<file path="src/source/modbusPkg.sv">
package modbusPkg;

    localparam int addrWidth = 24;
    localparam int dataWidth = 16;

    typedef logic [addrWidth-1:0] wbAddr_t;
    typedef logic [dataWidth-1:0] regData_t;

    localparam logic [7:0] stationAddress = 8'h37;

    localparam logic [7:0] funReadHolding = 8'h03;
    localparam logic [7:0] funReadInput = 8'h04;

    localparam logic [15:0] maxQuantity = 16'd125;
    localparam logic [15:0] registerSpace = 16'hFFFF; // highest start + quantity

    localparam wbAddr_t holdingOffset = 24'hA00000;
    localparam wbAddr_t inputOffset = 24'hA10000;

    localparam logic [7:0] excIllegalFunction = 8'd1;
    localparam logic [7:0] excIllegalAddress = 8'd2;
    localparam logic [7:0] excIllegalValue = 8'd3;

    localparam logic [15:0] crcInit = 16'hFFFF;
    localparam logic [15:0] crcPolynomial = 16'hA001; // reflected 0x8005

    // receiver FSM
    localparam logic [3:0] rxStation = 4'd0;
    localparam logic [3:0] rxFunction = 4'd1;
    localparam logic [3:0] rxAddrHi = 4'd2;
    localparam logic [3:0] rxAddrLo = 4'd3;
    localparam logic [3:0] rxQtyHi = 4'd4;
    localparam logic [3:0] rxQtyLo = 4'd5;
    localparam logic [3:0] rxCrcLo = 4'd6;
    localparam logic [3:0] rxCrcHi = 4'd7;
    localparam logic [3:0] rxError = 4'd8;
    localparam logic [3:0] rxWait = 4'd9;

    // sender FSM
    localparam logic [3:0] txIdle = 4'd0;
    localparam logic [3:0] txStation = 4'd1;
    localparam logic [3:0] txFunction = 4'd2;
    localparam logic [3:0] txException = 4'd3;
    localparam logic [3:0] txByteCount = 4'd4;
    localparam logic [3:0] txWbRead = 4'd5;
    localparam logic [3:0] txDataHi = 4'd6;
    localparam logic [3:0] txDataLo = 4'd7;
    localparam logic [3:0] txCrcLo = 4'd8;
    localparam logic [3:0] txCrcHi = 4'd9;

    typedef union packed {
        logic [7:0] plain;
        struct packed {
            logic exception; // set in exception responses
            logic [6:0] code;
        } flagged;
    } functionByte_t;

endpackage

</file>
<file path="src/source/requestIf.sv">
`timescale 1ns/1ps

interface requestIf;

    logic [7:0] functionCode;
    logic [15:0] startAddress;
    logic [15:0] quantity;
    logic error;
    logic [7:0] exceptionCode;
    logic start; // one-cycle pulse
    logic busy;

    modport receiver (
        output functionCode,
        output startAddress,
        output quantity,
        output error,
        output exceptionCode,
        output start,
        input busy
    );

    modport sender (
        input functionCode,
        input startAddress,
        input quantity,
        input error,
        input exceptionCode,
        input start,
        output busy
    );

endinterface

</file>
<file path="src/source/frameReceiver.sv">
`timescale 1ns/1ps

module frameReceiver (
    input logic clk,
    input logic rst,
    input logic [7:0] uartData,
    input logic uartDataReceived,
    input logic parityError,
    input logic silence,
    requestIf.receiver req
);
    import modbusPkg::*;

    logic [3:0] state;
    logic [7:0] addrHi;
    logic [7:0] qtyHi;
    logic [15:0] qtyNow;
    logic [16:0] endAddress;
    logic qtyBad;
    logic rangeBad;
    logic functionOk;

    assign qtyNow = {qtyHi, uartData}; // quantity as the low byte arrives
    assign qtyBad = (qtyNow == 16'd0) || (qtyNow > maxQuantity);
    assign endAddress = {1'b0, req.startAddress} + {1'b0, qtyNow};
    assign rangeBad = endAddress > {1'b0, registerSpace};
    assign functionOk = (uartData == funReadHolding) || (uartData == funReadInput);

    always_ff @(posedge clk) begin
        if (rst) begin
            state <= rxStation;
            req.start <= 1'b0;
            req.error <= 1'b0;
        end else begin
            req.start <= 1'b0;
            if (silence) begin
                state <= rxStation;
            end else if (state == rxError) begin
                state <= rxWait; // request already issued
            end else if (uartDataReceived) begin
                if (parityError) begin
                    state <= rxWait;
                end else begin
                    case (state)
                        rxStation: begin
                            // sender still answering, drop this frame
                            if (uartData == stationAddress && !req.busy) begin
                                state <= rxFunction;
                            end else begin
                                state <= rxWait;
                            end
                        end
                        rxFunction: begin
                            req.functionCode <= uartData;
                            if (functionOk) begin
                                state <= rxAddrHi;
                            end else begin
                                state <= rxError;
                                req.start <= 1'b1;
                                req.error <= 1'b1;
                                req.exceptionCode <= excIllegalFunction;
                            end
                        end
                        rxAddrHi: begin
                            addrHi <= uartData;
                            state <= rxAddrLo;
                        end
                        rxAddrLo: begin
                            req.startAddress <= {addrHi, uartData};
                            state <= rxQtyHi;
                        end
                        rxQtyHi: begin
                            qtyHi <= uartData;
                            state <= rxQtyLo;
                        end
                        rxQtyLo: begin
                            req.quantity <= qtyNow;
                            if (qtyBad) begin // quantity wins over range
                                state <= rxError;
                                req.start <= 1'b1;
                                req.error <= 1'b1;
                                req.exceptionCode <= excIllegalValue;
                            end else if (rangeBad) begin
                                state <= rxError;
                                req.start <= 1'b1;
                                req.error <= 1'b1;
                                req.exceptionCode <= excIllegalAddress;
                            end else begin
                                state <= rxCrcLo;
                            end
                        end
                        rxCrcLo: begin
                            state <= rxCrcHi; // crc bytes are not checked
                        end
                        rxCrcHi: begin
                            state <= rxWait;
                            req.start <= 1'b1;
                            req.error <= 1'b0;
                        end
                        default: begin
                            state <= rxWait;
                        end
                    endcase
                end
            end
        end
    end

endmodule

</file>
<file path="src/source/modbusCrc.sv">
`timescale 1ns/1ps

module modbusCrc (
    input logic clk,
    input logic rst,
    input logic clear,
    input logic enable,
    input logic [7:0] data,
    output logic [15:0] crc
);
    import modbusPkg::*;

    logic [15:0] nextCrc;

    // one byte, lsb first
    always_comb begin
        nextCrc = crc ^ {8'h00, data};
        for (int i = 0; i < 8; i++) begin
            if (nextCrc[0]) begin
                nextCrc = (nextCrc >> 1) ^ crcPolynomial;
            end else begin
                nextCrc = nextCrc >> 1;
            end
        end
    end

    always_ff @(posedge clk) begin
        if (rst || clear) begin
            crc <= crcInit;
        end else if (enable) begin
            crc <= nextCrc;
        end
    end

endmodule

</file>
<file path="src/source/modbusWishboneBridge.sv">
`timescale 1ns/1ps

module modbusWishboneBridge (
    input logic clk,
    input logic rst,
    // uart receiver
    input logic [7:0] uartData,
    input logic uartDataReceived,
    input logic parityError,
    input logic silence,
    // output fifo
    output logic [7:0] fifoData,
    output logic fifoWriteReq,
    input logic fifoWriteAck,
    // wishbone master
    output modbusPkg::wbAddr_t wbAdr,
    input modbusPkg::regData_t wbDatIn,
    output logic wbCyc,
    output logic wbStb,
    output logic wbWe,
    input logic wbAck
);

    requestIf reqBus ();

    assign wbWe = 1'b0; // read only bridge

    frameReceiver receiver_i (
        .clk(clk),
        .rst(rst),
        .uartData(uartData),
        .uartDataReceived(uartDataReceived),
        .parityError(parityError),
        .silence(silence),
        .req(reqBus.receiver)
    );

    responseSender sender_i (
        .clk(clk),
        .rst(rst),
        .req(reqBus.sender),
        .fifoData(fifoData),
        .fifoWriteReq(fifoWriteReq),
        .fifoWriteAck(fifoWriteAck),
        .wbAdr(wbAdr),
        .wbCyc(wbCyc),
        .wbStb(wbStb),
        .wbDatIn(wbDatIn),
        .wbAck(wbAck)
    );

endmodule

</file>
<file path="src/source/responseSender.sv">
`timescale 1ns/1ps

module responseSender (
    input logic clk,
    input logic rst,
    requestIf.sender req,
    output logic [7:0] fifoData,
    output logic fifoWriteReq,
    input logic fifoWriteAck,
    output modbusPkg::wbAddr_t wbAdr,
    output logic wbCyc,
    output logic wbStb,
    input modbusPkg::regData_t wbDatIn,
    input logic wbAck
);
    import modbusPkg::*;

    logic [3:0] state;
    logic [7:0] dataReg;
    logic [7:0] lowByte;
    logic [6:0] regsLeft;
    wbAddr_t baseAddress;
    functionByte_t functionByte;
    logic crcClear;
    logic crcEnable;
    logic [15:0] crc;
    logic inCrc;

    assign req.busy = (state != txIdle);

    always_comb begin
        functionByte.flagged.exception = req.error;
        functionByte.flagged.code = req.functionCode[6:0];
    end

    assign baseAddress = (req.functionCode == funReadInput) ? inputOffset : holdingOffset;

    assign inCrc = (state == txCrcLo) || (state == txCrcHi);
    assign crcClear = (state == txIdle);
    assign crcEnable = fifoWriteReq && fifoWriteAck && !inCrc; // every acked byte but the crc

    // crc bytes straight from the accumulator, it is frozen by then
    always_comb begin
        case (state)
            txCrcLo: fifoData = crc[7:0];
            txCrcHi: fifoData = crc[15:8];
            default: fifoData = dataReg;
        endcase
    end

    modbusCrc crc_i (
        .clk(clk),
        .rst(rst),
        .clear(crcClear),
        .enable(crcEnable),
        .data(fifoData),
        .crc(crc)
    );

    always_ff @(posedge clk) begin
        if (rst) begin
            state <= txIdle;
            fifoWriteReq <= 1'b0;
            wbCyc <= 1'b0;
            wbStb <= 1'b0;
        end else begin
            case (state)
                txIdle: begin
                    if (req.start) begin
                        state <= txStation;
                        fifoWriteReq <= 1'b1;
                        dataReg <= stationAddress;
                    end
                end
                txStation: begin
                    if (fifoWriteAck) begin
                        state <= txFunction;
                        dataReg <= functionByte.plain;
                    end
                end
                txFunction: begin
                    if (fifoWriteAck) begin
                        if (req.error) begin
                            state <= txException;
                            dataReg <= req.exceptionCode;
                        end else begin
                            state <= txByteCount;
                            dataReg <= {req.quantity[6:0], 1'b0};
                        end
                    end
                end
                txException: begin
                    if (fifoWriteAck) begin
                        state <= txCrcLo;
                    end
                end
                txByteCount: begin
                    if (fifoWriteAck) begin
                        state <= txWbRead;
                        fifoWriteReq <= 1'b0;
                        wbCyc <= 1'b1;
                        wbStb <= 1'b1;
                        wbAdr <= baseAddress + wbAddr_t'(req.startAddress);
                        regsLeft <= req.quantity[6:0];
                    end
                end
                txWbRead: begin
                    if (wbAck) begin
                        state <= txDataHi;
                        wbCyc <= 1'b0;
                        wbStb <= 1'b0;
                        fifoWriteReq <= 1'b1;
                        dataReg <= wbDatIn[15:8];
                        lowByte <= wbDatIn[7:0];
                    end
                end
                txDataHi: begin
                    if (fifoWriteAck) begin
                        state <= txDataLo;
                        dataReg <= lowByte;
                    end
                end
                txDataLo: begin
                    if (fifoWriteAck) begin
                        regsLeft <= regsLeft - 7'd1;
                        if (regsLeft == 7'd1) begin
                            state <= txCrcLo;
                        end else begin // next register
                            state <= txWbRead;
                            fifoWriteReq <= 1'b0;
                            wbCyc <= 1'b1;
                            wbStb <= 1'b1;
                            wbAdr <= wbAdr + 1'b1;
                        end
                    end
                end
                txCrcLo: begin
                    if (fifoWriteAck) begin
                        state <= txCrcHi;
                    end
                end
                txCrcHi: begin
                    if (fifoWriteAck) begin
                        state <= txIdle;
                        fifoWriteReq <= 1'b0;
                    end
                end
                default: begin
                    state <= txIdle;
                    fifoWriteReq <= 1'b0;
                end
            endcase
        end
    end

endmodule

</file>
<file path="config.mk">
export PLATFORM = sky130hd
export DESIGN_NAME = modbusWishboneBridge
export DESIGN_NICKNAME = d
export VERILOG_FILES = /design/src/source/modbusPkg.sv /design/src/source/requestIf.sv /design/src/source/frameReceiver.sv /design/src/source/modbusCrc.sv /design/src/source/modbusWishboneBridge.sv /design/src/source/responseSender.sv
export SDC_FILE = /design/constraint.sdc
export NUM_CORES = 1
export LEC_CHECK = 0
export ABC_AREA = 1
export BUFFER_PORTS_ARGS = -buffer_cell sky130_fd_sc_hd__clkbuf_2
export CAP_MARGIN = 40
export CORE_MARGIN = 8
export CORE_UTILIZATION = 55
export CTS_BUF_LIST = sky130_fd_sc_hd__clkbuf_16
export DETAILED_ROUTE_END_ITERATION = 16
export GPL_TIMING_DRIVEN = 0
export PLACE_DENSITY = 0.75
export SLEW_MARGIN = 0
export SYNTH_ARGS = -nofsm -noshare
export SYNTH_HDL_FRONTEND = slang
export SYNTH_SLANG_ARGS = --single-unit
export TNS_END_PERCENT = 20
</file>
<file path="constraint.sdc">
create_clock -name clk -period 6.8 [get_ports clk]
set_clock_uncertainty 0.2 [all_clocks]
set_input_delay 1.02 -clock clk [delete_from_list [all_inputs] [get_ports clk]]
set_output_delay 1.02 -clock clk [all_outputs]
set_load 0.1 [all_outputs]
</file>
==> summary.md <==
| Metric | Value |
|---|---|
| Share of cells above drive strength 1 | `0.180` |
| Crit path depth | `7` |
| GRT Total Usage | `0.216` |
| Vias in the first global route | `5,639` |
| Xor and xnor area share after synthesis | `0.0251` |
| Synth Area in Compound Gates | `0.0983` |
| TNS Setup | `0 ns` |
| Unrepaired setup endpoints after global routing | `no` |
| Most common cell in the synthesized netlist | `nand2_1` |
| #FFs+latches synth | `124` |
| Crit-path max FO | `6` |
| DR pass1 iterations | `8` |
| Slew @ Worst Pin | `0.863 ns` |
| Initial Util | `0.558` |
| Post-synth EDFFs | `96` |
| Worst VDD drop | `185 uV` |
| Syn Nets | `801` |
| N_diodes | `0` |
| Rel. slew slack | `0.423` |
| Vias per cell | `5.61` |
| Die area | `15,800 um2` |
| Simple-Gate Fraction of Synth Area | `0.259` |
| WP data required | `5.58 ns` |
| Worst path buffer plus inverter count | `3` |
| Fill count | `1,013` |
| Std-Cell Rows | `40` |
| Hold path cells | `0` |
| Sink Count | `124` |
| Setup crit start kind | `flop` |
| CTS Buf Count | `17` |
| Pwr per Cell Area | `352 nW/um2` |
| Reg clk slew, reported paths | `0.06 ns` |
| Final core utilization | `0.655` |
| Die Y | `126 um` |
| WS Path Type | `flop to output pin` |
| Area grow syn2layout | `17.4%` |
| Total Wirelength | `16,600 um` |
| Core box area | `11,900 um2` |
| Initial antenna violation count | `0` |
| Synthesized instance count | `751` |
| Post-CTS resize count | `0` |
| Max incr delay on CP | `0.46 ns` |
| # IOs | `67` |
| Chip width | `126 um` |
| Final period util | `0.496` |
| Crit path max-delay family | `buffers and inverters` |
| Grt ovf | `0` |
| Min Tclk post-route | `3.37 ns` |
| Status | `completed` |
| Synth top area share | `0.434` |
| Nets | `894` |
| TritonCTS clock tree | `done` |
| Multiplexer share of the synthesized area | `0` |
| WP data arrival | `2.15 ns` |
| Syn avg cell area | `8.84 um2` |
| Largest cells by area after synthesis | `edfxtp_1, nand2_1, dfxtp_1` |
| Final Hold Viols | `0` |
| Post-synth cell types | `51` |
| Max Freq | `296 MHz` |
| Area leader, netlist | `edfxtp_1` |
| Slew Viols, Final | `0` |
| Reg2reg path depth | `10` |
| Clock tree buffer depth | `2` |
| CTS root buffer | `clkbuf_16` |
| Worst skew pair latency | `0.42 ns` |
| HPWL after detailed placement | `12,500 um` |
| Setup violations, final | `0` |
| Post-synthesis sequential area ratio | `0.518` |
| Yosys warnings | `0` |
| Post-synth ARST share | `0` |
| Port Buffers | `65` |
| Top FF cell, synth | `edfxtp_1` |
| Vias | `5,634` |
| DR WL/cell | `16.5 um` |
| CP endpoint kind | `output pin` |
| Lkg Pwr | `0.00327 uW` |
| Largest family of logic cells by synthesized area | `simple AND/OR/NAND/NOR gates` |
| Post-CTS setup buffers | `0` |
| Slowest stage cell, crit path | `dfxtp_1` |
| DRT antenna net count | `0` |
| DRC viols | `0` |
| Largest net degree at the start of global routing | `17` |
| First-pass GRT wire length | `27,100 um` |
| Max-capacitance violation count | `0` |
| CP Cell Sequence | `nand2_1 > nor2_4 > inv_1 > o221ai_1 > o21ai_0 > inv_1 > clkbuf_2` |
| Post-CTS Hold Buffers | `0` |
| H-tree depth | `4` |
| Post-synthesis cell area | `6640 um2` |
| Crit path top cell by count | `inv_1` |
| Worst hold path class | `flop to flop` |
| Routability Congestion | `0.875` |
| Most frequent cells after synthesis | `nand2_1, edfxtp_1, inv_1` |
| Synth Area in Adders | `0.0369` |
| Initial DRC Count | `518` |
[through the flow]
stage	cells	setup slack (ns)	hold WS [ns]	area [um2]	total power [uW]
after detailed placement	972	3.61	0.205	7220	1870
after global placement	963	1.09	0.201	7150	1850
after global routing	1004	3.26	0.229	7800	2890
after CTS	1004	3.39	0.219	7800	2750
after floorplan	751	2.50	0.200	6640	1680
final	1004	3.43	0.217	7800	2740
[layout make-up]
| class | count | area, um2 | area share |
|---|---|---|---|
| repair buffers | 74 | 384 | 0.0493 |
| well taps | 147 | 184 | 0.0236 |
| flip-flops and latches | 124 | 3440 | 0.442 |
| multi-input cells | 525 | 2800 | 0.359 |
| inverters | 89 | 334 | 0.0429 |
| clock buffers | 17 | 425 | 0.0546 |
| plain buffers | 13 | 75.1 | 0.00963 |
| clock inverters | 15 | 150 | 0.0193 |
[cells in the final DEF, fill, tap and decap left out, types with 17 or more instances in the layout]
cell type,instances
nor3_1,27
inv_1,84
edfxtp_1,96
nand2_1,163
nor2_1,63
a21oi_1,35
o21ai_0,43
clkbuf_16,17
ha_1,18
dfxtp_1,28
clkbuf_2,65
nand3_1,60
nand2_2,22
[path summary, 6_finish.rpt]
kind | slack [ns] | start | end
hold / removal | 0.22 | receiver_i.addrHi[6]$_DFFE_PP_ | receiver_i.req.startAddress[14]$_DFFE_PP_
setup / recovery | 3.43 | sender_i.state[3]$_SDFFE_PP0P_ | fifoData[7]
setup reg to reg | 3.80 | sender_i.state[2]$_SDFFE_PP0P_ | sender_i.dataReg[2]$_DFFE_PP_
hold reg to reg | 0.22 | receiver_i.addrHi[6]$_DFFE_PP_ | receiver_i.req.startAddress[14]$_DFFE_PP_
[per-layer routing]
| layer | up-vias | GRT usage | wire length [um] |
|---|---|---|---|
| li1 | 2774 | - | - |
| met1 | 2639 | 0.250 | 6980 |
| met2 | 192 | 0.378 | 8410 |
| met3 | 29 | 0.0485 | 849 |
| met4 | 0 | 0.0892 | 342 |
| met5 | - | 0 | 0 |
[registers in the layout, summed over array words and instances, names as in the netlist, 7 cells and up]
signal	cells
receiver_i.req.quantity	7
receiver_i.req.functionCode	8
sender_i.crc_i.crc	16
sender_i.lowByte	8
sender_i.regsLeft	7
receiver_i.addrHi	8
sender_i.dataReg	8
receiver_i.req.startAddress	16
receiver_i.qtyHi	8
sender_i.wbAdr	24
[power by group]
part	total (uW)	switching (uW)	leakage, uW	internal [uW]
clock network	878	342	0.000272	537
registers	913	35.1	0.00109	878
logic	951	713	0.00191	238
[cell families after synthesis]
family | count (synthesis)
AND/OR/NAND/NOR | 374
flip-flops | 124
AO/OA/AOI/OAI | 112
buffers and inverters | 102
XOR/XNOR | 19
adder cells (fa/ha/maj) | 19
other | 1
Note: power is estimated with default switching activity, not from simulation.
